==> src/verilog/fetch_params.svh <==
`ifndef FETCH_PARAMS_SVH
`define FETCH_PARAMS_SVH

// Fetch queue slots, also the credit count fetch starts with
`define FETCH_QUEUE_DEPTH 4

// Instruction memory depth in 32-bit words
`define IMEM_WORDS 64

// First fetch address after reset
`define RESET_ADDRESS 32'h0000_0000

// addi x0, x0, 0
`define NOP_INSTRUCTION 32'h0000_0013

`endif

==> src/verilog/fetch_pkg.sv <==
package fetch_pkg;

    // Byte address
    typedef logic [31:0] addr_t;

    // Instruction word
    typedef logic [31:0] inst_t;

    // Redirect epoch, wraps around
    typedef logic [2:0] tag_t;

    // One fetched word with the pc and epoch it was issued under
    typedef struct packed {
        addr_t pc;
        inst_t instruction;
        tag_t  tag;
    } fetch_entry_t;

    // Control transfer request from the resolver
    typedef struct packed {
        logic  valid;
        addr_t target;
    } redirect_t;

    // Retired instruction on the output port
    typedef struct packed {
        addr_t pc;
        inst_t instruction;
    } retire_t;

endpackage

==> src/verilog/fetch.sv <==
`timescale 1ns/1ns
`include "fetch_params.svh"

module fetch (
    input  logic                    clk,
    input  logic                    reset_n,
    input  logic                    run_i,
    input  fetch_pkg::redirect_t    redirect_i,
    input  logic                    credit_return_i,
    output logic                    imem_read_o,
    output fetch_pkg::addr_t        imem_addr_o,
    input  fetch_pkg::inst_t        imem_data_i,
    output logic                    push_o,
    output fetch_pkg::fetch_entry_t entry_o
);

    localparam int CREDIT_WIDTH = $clog2(`FETCH_QUEUE_DEPTH) + 1;

    fetch_pkg::addr_t        address;
    fetch_pkg::tag_t         tag;
    logic [CREDIT_WIDTH-1:0] credits;
    logic                    issue;

    fetch_pkg::addr_t        pc_r;
    fetch_pkg::tag_t         tag_r;
    logic                    issue_r;

    ////////////////////////////////////////////////////////////////////////////
    // Issue and credits
    ////////////////////////////////////////////////////////////////////////////

    // One credit per free queue slot
    assign issue = run_i && (credits != '0);

    always_ff @(posedge clk or negedge reset_n) begin
        if (!reset_n) begin
            credits <= CREDIT_WIDTH'(`FETCH_QUEUE_DEPTH);
        end else begin
            case ({credit_return_i, issue})
                2'b10:   credits <= credits + 1'b1;
                2'b01:   credits <= credits - 1'b1;
                default: credits <= credits;
            endcase
        end
    end

    ////////////////////////////////////////////////////////////////////////////
    // Address and tag
    ////////////////////////////////////////////////////////////////////////////

    // Redirect wins over sequential advance
    always_ff @(posedge clk or negedge reset_n) begin
        if (!reset_n) begin
            address <= `RESET_ADDRESS;
        end else if (redirect_i.valid) begin
            address <= {redirect_i.target[31:2], 2'b00};
        end else if (issue) begin
            address <= address + 32'd4;
        end
    end

    // New epoch on every redirect
    always_ff @(posedge clk or negedge reset_n) begin
        if (!reset_n) begin
            tag <= '0;
        end else if (redirect_i.valid) begin
            tag <= tag + 1'b1;
        end
    end

    assign imem_read_o = issue;
    assign imem_addr_o = address;

    ////////////////////////////////////////////////////////////////////////////
    // Alignment with memory data
    ////////////////////////////////////////////////////////////////////////////

    always_ff @(posedge clk or negedge reset_n) begin
        if (!reset_n) begin
            issue_r <= 1'b0;
        end else begin
            issue_r <= issue;
        end
    end

    // Pc and tag of the word now in flight
    always_ff @(posedge clk) begin
        if (issue) begin
            pc_r  <= address;
            tag_r <= tag;
        end
    end

    assign push_o              = issue_r;
    assign entry_o.pc          = pc_r;
    assign entry_o.instruction = imem_data_i;
    assign entry_o.tag         = tag_r;

endmodule

==> src/verilog/fetch_queue.sv <==
`timescale 1ns/1ns
`include "fetch_params.svh"

module fetch_queue (
    input  logic                    clk,
    input  logic                    reset_n,
    input  logic                    push_i,
    input  fetch_pkg::fetch_entry_t entry_i,
    input  logic                    pop_i,
    output fetch_pkg::fetch_entry_t head_o,
    output logic                    not_empty_o,
    output logic                    credit_return_o
);

    localparam int PTR_WIDTH = $clog2(`FETCH_QUEUE_DEPTH);

    fetch_pkg::fetch_entry_t slots [`FETCH_QUEUE_DEPTH];
    logic [PTR_WIDTH-1:0]    wr_ptr;
    logic [PTR_WIDTH-1:0]    rd_ptr;
    logic [PTR_WIDTH:0]      count;
    logic                    do_pop;

    assign do_pop      = pop_i && not_empty_o;
    assign not_empty_o = (count != '0);
    assign head_o      = slots[rd_ptr];

    // Storage, a free slot is guaranteed by the credits
    always_ff @(posedge clk) begin
        if (push_i) begin
            slots[wr_ptr] <= entry_i;
        end
    end

    // Pointers wrap on the power-of-two depth
    always_ff @(posedge clk or negedge reset_n) begin
        if (!reset_n) begin
            wr_ptr <= '0;
            rd_ptr <= '0;
            count  <= '0;
        end else begin
            if (push_i) begin
                wr_ptr <= wr_ptr + 1'b1;
            end
            if (do_pop) begin
                rd_ptr <= rd_ptr + 1'b1;
            end
            case ({push_i, do_pop})
                2'b10:   count <= count + 1'b1;
                2'b01:   count <= count - 1'b1;
                default: count <= count;
            endcase
        end
    end

    // One credit back per consumed entry
    always_ff @(posedge clk or negedge reset_n) begin
        if (!reset_n) begin
            credit_return_o <= 1'b0;
        end else begin
            credit_return_o <= do_pop;
        end
    end

endmodule

==> src/verilog/fetch_subsystem.sv <==
`timescale 1ns/1ns

module fetch_subsystem (
    input  logic               clk,
    input  logic               reset_n,
    input  logic               run_i,
    input  logic               load_en_i,
    input  fetch_pkg::addr_t   load_addr_i,
    input  fetch_pkg::inst_t   load_data_i,
    output fetch_pkg::retire_t retire_o,
    output logic               retire_valid_o,
    input  logic               retire_ready_i
);

    logic                    imem_read;
    fetch_pkg::addr_t        imem_addr;
    fetch_pkg::inst_t        imem_data;
    logic                    push;
    fetch_pkg::fetch_entry_t entry;
    logic                    pop;
    fetch_pkg::fetch_entry_t head;
    logic                    not_empty;
    logic                    credit_return;
    fetch_pkg::redirect_t    redirect;

    instruction_memory instruction_memory_inst (
        .clk         (clk),
        .reset_n     (reset_n),
        .load_en_i   (load_en_i),
        .load_addr_i (load_addr_i),
        .load_data_i (load_data_i),
        .read_en_i   (imem_read),
        .read_addr_i (imem_addr),
        .read_data_o (imem_data)
    );

    fetch fetch_inst (
        .clk             (clk),
        .reset_n         (reset_n),
        .run_i           (run_i),
        .redirect_i      (redirect),
        .credit_return_i (credit_return),
        .imem_read_o     (imem_read),
        .imem_addr_o     (imem_addr),
        .imem_data_i     (imem_data),
        .push_o          (push),
        .entry_o         (entry)
    );

    fetch_queue fetch_queue_inst (
        .clk             (clk),
        .reset_n         (reset_n),
        .push_i          (push),
        .entry_i         (entry),
        .pop_i           (pop),
        .head_o          (head),
        .not_empty_o     (not_empty),
        .credit_return_o (credit_return)
    );

    jump_resolver jump_resolver_inst (
        .clk            (clk),
        .reset_n        (reset_n),
        .head_i         (head),
        .not_empty_i    (not_empty),
        .pop_o          (pop),
        .redirect_o     (redirect),
        .retire_o       (retire_o),
        .retire_valid_o (retire_valid_o),
        .retire_ready_i (retire_ready_i)
    );

endmodule

==> src/verilog/instruction_memory.sv <==
`timescale 1ns/1ns
`include "fetch_params.svh"

module instruction_memory (
    input  logic             clk,
    input  logic             reset_n,
    input  logic             load_en_i,
    input  fetch_pkg::addr_t load_addr_i,
    input  fetch_pkg::inst_t load_data_i,
    input  logic             read_en_i,
    input  fetch_pkg::addr_t read_addr_i,
    output fetch_pkg::inst_t read_data_o
);

    localparam int INDEX_WIDTH = $clog2(`IMEM_WORDS);

    fetch_pkg::inst_t       mem [`IMEM_WORDS];
    logic [INDEX_WIDTH-1:0] load_index;
    logic [INDEX_WIDTH-1:0] read_index;

    // Word index, byte offset bits dropped
    assign load_index = load_addr_i[INDEX_WIDTH+1:2];
    assign read_index = read_addr_i[INDEX_WIDTH+1:2];

    // Load port
    always_ff @(posedge clk) begin
        if (load_en_i) begin
            mem[load_index] <= load_data_i;
        end
    end

    // Read port, data valid one cycle after the strobe
    always_ff @(posedge clk or negedge reset_n) begin
        if (!reset_n) begin
            read_data_o <= `NOP_INSTRUCTION;
        end else if (read_en_i) begin
            read_data_o <= mem[read_index];
        end
    end

endmodule

==> src/verilog/jump_resolver.sv <==
`timescale 1ns/1ns

module jump_resolver (
    input  logic                    clk,
    input  logic                    reset_n,
    input  fetch_pkg::fetch_entry_t head_i,
    input  logic                    not_empty_i,
    output logic                    pop_o,
    output fetch_pkg::redirect_t    redirect_o,
    output fetch_pkg::retire_t      retire_o,
    output logic                    retire_valid_o,
    input  logic                    retire_ready_i
);

    localparam logic [6:0] OPCODE_JAL = 7'b1101111;

    fetch_pkg::tag_t  expected_tag;
    fetch_pkg::inst_t inst;
    fetch_pkg::addr_t jal_offset;
    logic             current;
    logic             is_jal;
    logic             out_free;
    logic             take_retire;

    ////////////////////////////////////////////////////////////////////////////
    // Decode of the head entry
    ////////////////////////////////////////////////////////////////////////////

    assign inst    = head_i.instruction;
    assign current = (head_i.tag == expected_tag);
    assign is_jal  = (inst[6:0] == OPCODE_JAL);

    // J-type immediate
    assign jal_offset = {{12{inst[31]}}, inst[19:12], inst[20], inst[30:21], 1'b0};

    // Output register can take a new word this cycle
    assign out_free = !retire_valid_o || retire_ready_i;

    // Stale and JAL entries never wait on the output port
    assign pop_o       = not_empty_i && (!current || is_jal || out_free);
    assign take_retire = not_empty_i && current && !is_jal && out_free;

    assign redirect_o.valid  = not_empty_i && current && is_jal;
    assign redirect_o.target = head_i.pc + jal_offset;

    // Follows the fetch tag across each redirect
    always_ff @(posedge clk or negedge reset_n) begin
        if (!reset_n) begin
            expected_tag <= '0;
        end else if (redirect_o.valid) begin
            expected_tag <= expected_tag + 1'b1;
        end
    end

    ////////////////////////////////////////////////////////////////////////////
    // Output port
    ////////////////////////////////////////////////////////////////////////////

    always_ff @(posedge clk or negedge reset_n) begin
        if (!reset_n) begin
            retire_valid_o <= 1'b0;
        end else if (take_retire) begin
            retire_valid_o <= 1'b1;
        end else if (retire_ready_i) begin
            retire_valid_o <= 1'b0;
        end
    end

    // Held while valid and not ready
    always_ff @(posedge clk) begin
        if (take_retire) begin
            retire_o.pc          <= head_i.pc;
            retire_o.instruction <= inst;
        end
    end

endmodule
==> config.mk <==
export PLATFORM = sky130hd
export DESIGN_NAME = fetch_subsystem
export DESIGN_NICKNAME = d
export VERILOG_FILES = /design/src/verilog/fetch_pkg.sv /design/src/verilog/fetch.sv /design/src/verilog/fetch_queue.sv /design/src/verilog/fetch_subsystem.sv /design/src/verilog/instruction_memory.sv /design/src/verilog/jump_resolver.sv
export VERILOG_INCLUDE_DIRS = /design/src /design/src/verilog
export SDC_FILE = /design/constraint.sdc
export NUM_CORES = 2
export LEC_CHECK = 0
export BUFFER_PORTS_ARGS = -buffer_cell sky130_fd_sc_hd__buf_4
export CORE_ASPECT_RATIO = 1.2
export CORE_MARGIN = 2
export CORE_UTILIZATION = 30
export DETAILED_ROUTE_END_ITERATION = 7
export HOLD_SLACK_MARGIN = 0.02
export MAX_ROUTING_LAYER = met4
export PLACE_DENSITY = 0.42
export SKIP_CTS_REPAIR_TIMING = 1
export SKIP_LAST_GASP = 1
export SLEW_MARGIN = 20
export SYNTH_ARGS = -nofsm -noshare
export SYNTH_HDL_FRONTEND = slang
export SYNTH_SLANG_ARGS = --single-unit
==> constraint.sdc <==
create_clock -name clk -period 11.3 [get_ports clk]
set_input_delay 3.39 -clock clk [delete_from_list [all_inputs] [get_ports clk]]
set_output_delay 3.39 -clock clk [all_outputs]
set_load 0.02 [all_outputs]
### After elaboration in Yosys (flattened, before gate mapping)

Memory sizes are Yosys's and may differ from the RTL's. A register that Yosys moved wholly into a read port is not among the register bits.
Cells that the tools add are included.

* bits in registers: 150
* RAM bits: 2316
* memories: 2

Memory list
* instruction_memory_inst.mem: words 64, width 32, read ports 1, clocked after Yosys merged registers in 1, wr ports 1, line instruction_memory.sv:17 `` fetch_pkg::inst_t mem [`IMEM_WORDS]; ``
* fetch_queue_inst.slots: words 4, width 67, read ports 1, clocked after Yosys merged registers in 0, wr ports 1, line fetch_queue.sv:17 `` fetch_pkg::fetch_entry_t slots [`FETCH_QUEUE_DEPTH]; ``

* $add $sub $neg: 10
* eq/ne operators: 6
* muxes and demuxes: 10
* reductions and logical operators: 20

Operators by type and width (number)
* $mux W32: 2
* $add A32 B3 Y32 const B: 1
* $add A32 B32 Y32: 1
* $add A3 B1 Y3 const B: 4
* $pmux W3 S2: 2
* $reduce_bool A2 Y1: 4
* $eq A7 B7 Y1 const B: 1
* $logic_and A1 B1 Y1: 7
* $mux W1: 6
* $reduce_bool A3 Y1: 2
* $sub A3 B1 Y3 const B: 2
* $add A2 B1 Y2 const B: 2
* $eq A2 B1 Y1 const B: 2
* $eq A2 B2 Y1 const B: 2
* $logic_not A1 Y1: 4
* $eq A3 B3 Y1: 1
* $logic_or A1 B1 Y1: 3

### Logic depth before layout (Yosys ltp)

An unclocked memory read counts as a cell.

* word-level depth: 9
* gate-level depth with buffers: 15
* gate-level depth less buffers: 12

### Modules after synthesis

From an unflattened synthesis, not the netlist that was laid out.

* cells, all modules: 4842
* area total of the unflattened synthesis: 97284.6 um^2

By module, submodules not included
* instruction_memory: times used 1, cells an instance 3843, area an instance 79994.2 um^2, sequential area each 62303.5 um^2
* fetch_queue: times used 1, cells an instance 388, area an instance 10103.4 um^2, sequential area each 8247.9 um^2
* jump_resolver: times used 1, cells an instance 311, area an instance 3799.9 um^2, sequential area each 2021.9 um^2
* fetch: times used 1, cells an instance 300, area an instance 3387.0 um^2, sequential area each 1918.1 um^2

### Worst setup path before layout

No wires, ideal clock.

* kind: input -> register
* from: input retire_ready_i
* to: register, netlist name jump_resolver_inst.retire_o[0]
* setup time: 0.489 ns
* data arrival time: 6.290 ns
* data required time: 10.811 ns
* slack: 4.521 ns
* cell stages on the path: 2
* path buffers: 0
* path through: nand2b_1 > nor2b_1

* cells in the longest elaborated chain, start to end: 2

RTL lines
* from (decl): line fetch_subsystem.sv:12 `input logic retire_ready_i`
* $logic_or A1 B1 Y1: line jump_resolver.sv:37 `assign out_free = !retire_valid_o || retire_ready_i;`
* $logic_and A1 B1 Y1: line jump_resolver.sv:41 `assign take_retire = not_empty_i && current && !is_jal && out_free;`
* via jump_resolver_inst.take_retire: line jump_resolver.sv:23 `logic take_retire;`

The timed path passes the listed nets, and every way through them passes these cells.
A chain may end at the register's enable or synchronous reset.

==> results.md <==
| Step | Parameter | This run |
|:---|:---|:---|
| die | Die width | 518 um |
| global route | Initial antenna violation count | 19 |
| final layout | Layout-stage area growth over the synthesis result | 16.0% |
| routing | Wire length on met1 | 111000 um |
| routing | Detailed Route Iter0 Violations | 3462 |
| power | Sw Share | 0.309 |
| routing | Vias | 43400 |
| yosys | Count of distinct cell types in the synthesized netlist | 59 |
| power | Share of power burned in combinational logic | 0.282 |
| routing | Remaining antenna violation count | 0 |
| placed design | Setup Slack @ Placement | 5.03 ns |
| worst hold path | Min-Delay Path Class | register to register |
| die | Initial core utilization | 0.301 |
| timing | Clock skew | 0.0394 ns |
| yosys | Portion of the post-synthesis area used by sequential elements | 0.780 |
| yosys | Post-synth design cell area | 95100 um2 |
| routing | Count of TritonRoute iterations in the first routing pass | 7 |
| global route | Maximum number of pins on one net before global-route repair | 122 |
| status | Result of the run | completed |
| global route | Leftover overflow at the end of global routing | 0 |
| final layout | NumNets Final | 4542 |
| power | Switching power total | 0.00860 W |
| clocking | Total clock buffers created by CTS | 281 |
| die | Die height | 621 um |
| timing | Unrepaired setup endpoints after global routing | false |
| routing | Remaining design rule violation count | 0 |
| die | Top-level I/O count | 134 |
| timing | Slew HR | 0.271 |
| yosys | Primary FF master, synth | edfxtp_1 |
| die | Floorplan core area | 316000 um2 |
| critical path | Startpoint class of the critical path | register |
| flow run | # Max-Cap Violations | 0 |
| global route | Via count of the first global-routing pass | 46100 |
| final layout | Sequential cell area | 74200 um2 |
| yosys | Average cell area after synthesis | 23.1 um2 |
| critical path | Sort of element at the end of the critical path | register |
| global route | Global-route wire length before repair | 359000 um |
| yosys | Fraction of registers with async set/reset | 0.0326 |
| placed design | HPWL reported at the end of detailed placement | 137000 um |
| yosys | Synthesis warning total | 0 |
| critical path | Critical path type | register to register |
| timing | Slew at the pin with the worst max-slew slack | 1.08 ns |
| critical path | Maximum fanout along the worst path | 38 |
| routing | Met2 Wirelength | 126000 um |
| timing | Final-report setup violation count | 0 |
| timing | Final hold violation count | 0 |
| routing | Routed WL per cell | 28.4 um |
| power | Standby leakage power | 34.4 nW |
| timing | Post-route clock period utilization | 0.483 |
| critical path | Worst EP arrival | 6.22 ns |
| routing | Vias per Instance | 4.89 |
| routing | Met3 routed WL | 10300 um |
| timing | FMAX | 0.183 GHz |
| yosys | Syn Inst Count | 4121 |
| timing | Smallest setup slack after layout | 5.84 ns |
| routing | Routed WL | 252000 um |
| routing | Top Layer Used | met4 |
| clocking | Worst-path clk slew | 0.06 ns |
| power | Part of the power in registers | 0.409 |
| placed design | Number of placed instances with taps included | 8366 |
| placed design | GP Congestion | 0.743 |
| timing | Total count of max-transition violations in the final report | 0 |
| power | Power density cells | 252 nW/um2 |
| placed design | Port Buf Inserts | 105 |
| clocking | Clock insertion delay at the later pin of the skew report | 0.85 ns |
| die | Floorplan row count | 226 |
| clocking | Clock Tree Buf Depth | 4 |
| timing | Time the worst path needs with I/O delays and setup | 5.46 ns |
| die | Die Area | 322000 um2 |
| clocking | # clock sinks | 2484 |
| global route | Global router's overall resource usage | 0.160 |
| timing | Final TNS setup | 0 ns |
| final layout | Area of the multi-input gates | 20500 um2 |
| final layout | Fillers | 29400 |
| final layout | Leading cell types in the layout, fill and taps excluded | edfxtp_1 (2403), mux4_2 (666), clkbuf_16 (287), buf_4 (222), mux2i_1 (119) |
| power | Internal | 0.0192 W |
| final layout | Leading cell type in the layout, fill and taps excluded | edfxtp_1 |
| clocking | Buffer type at the clock tree root | clkbuf_16 |
| critical path | Endpoint required time on the critical path | 12.05 ns |
| final layout | Final non-filler cell total | 8870 |
| yosys | Number of flops mapped to enable cells by yosys | 2403 |
| clocking | Total number of H-tree levels | 5 |
| power | Worst IR drop on VDD | 0.000184 V |
| yosys | Flops & latches, synth | 2484 |
| final layout | Fraction of final layout cells sized beyond drive strength 1 | 0.290 |
| power | Clock power frac | 0.308 |
| clocking | Clock tree from TritonCTS | built |
-- metrics by stage --
step                      hold WS [ns]  power (W)  cell area, um2  utilization
after global placement           0.458     0.0196          102000        0.323
after CTS                        0.470     0.0283          110000        0.350
after global routing             0.474     0.0292          110000        0.350
final                            0.469     0.0278          110000        0.350
after detailed placement         0.458     0.0196          102000        0.323
after floorplan                  0.420     0.0167           95100            -
-- power groups by stage --
stage / clock network, W / registers [W] / logic, W
floorplan: 0 / 0.0113 / 0.00534
detailed placement: 0 / 0.0116 / 0.00803
global placement: 0 / 0.0116 / 0.00803
finish: 0.00858 / 0.0114 / 0.00785
global route: 0.00922 / 0.0115 / 0.00847
CTS: 0.00886 / 0.0114 / 0.00805
-- area by class of cell --
cell class | count | share of cell area
timing repair buffer | 225 | 0.0156
clock buffer | 367 | 0.0679
tap | 4218 | 0.0478
antenna | 13 | 0.000295
multi-input combinational | 1415 | 0.186
inverter | 24 | 0.000816
sequential | 2484 | 0.672
clock inverter | 124 | 0.00907
-- Yosys cell counts (7+ instances only) --
library cell     n  area, um2
o221ai_1        15        131
clkbuf_1        96        360
nand2_1        105        394
xor2_1          36        315
ha_1            39        488
o21ai_0         58        290
mux4_2         666      15000
buf_1           48        180
nor2_1         115        432
edfxtp_1      2403      72200
and3_1          10       62.6
buf_2           49        245
xnor2_1         35        307
a21oi_1         31        155
nor3_1          30        150
nand4_1         11       68.8
nand3_1         20        100
a21o_1           7       52.6
inv_1           24       90.1
mux2i_1        119       1190
o22ai_1         37        231
dfrtp_1         77       1930
-- metal layers --
layer | vias to the layer above | track usage
li1 | 18100 | -
met1 | 24000 | 0.210
met2 | 907 | 0.265
met3 | 346 | 0.0254
met4 | 0 | 0.0316
met5 | - | -
-- cell families after synthesis --
family                   count (synthesis)  synth area share
AO/OA/AOI/OAI                          179            0.0115
multiplexers                           787             0.171
flip-flops                            2484             0.780
AND/OR/NAND/NOR                        334            0.0160
adder cells (fa/ha/maj)                 42           0.00576
XOR/XNOR                                71           0.00654
buffers and inverters                  223           0.00973
other                                    1         0.0000394
-- worst max-delay path: stages, from the launching register on --
cell      delay (ns)
dfrtp_4         0.96
buf_4           0.68
mux4_2          0.67
ha_1            0.24
fa_1            0.41
a21oi_1         0.26
o221ai_1        0.22
a211oi_1        0.55
o21ai_1         0.27
a31oi_2         0.41
o31ai_1         0.13
mux2_2          0.28
nor3_1          0.16
-- worst paths after layout --
| kind | from | end | slack, ns | cells past startpoint |
|---|---|---|---|---|
| worst max-delay path | fetch_queue_inst.rd_ptr[0] | fetch_inst.imem_addr_o[30] | 5.84 | 12 |
| worst min-delay path | fetch_queue_inst.count[2] | fetch_queue_inst.count[2] | 0.47 | 1 |
| worst max register to register | fetch_queue_inst.rd_ptr[0] | fetch_inst.imem_addr_o[30] | 5.84 | 12 |
| worst min register to register | fetch_queue_inst.count[2] | fetch_queue_inst.count[2] | 0.47 | 1 |
| max in group asynchronous | reset_n | fetch_inst.imem_addr_o[6] | 7.47 | 2 |
| min in group asynchronous | reset_n | jump_resolver_inst.retire_valid_o | 2.58 | 1 |
-- state kept, by name (all words and copies together) (netlist names), 3 cells and up --
register / count
fetch_inst.credits: 3
fetch_queue_inst.slots: 260
instruction_memory_inst.read_data_o: 32
jump_resolver_inst.expected_tag: 3
fetch_inst.pc_r: 30
jump_resolver_inst.retire_o: 62
fetch_inst.tag: 3
fetch_inst.tag_r: 3
instruction_memory_inst.mem: 2048
fetch_queue_inst.count: 3
fetch_inst.imem_addr_o: 30
Power figures use the tool's default switching activity.
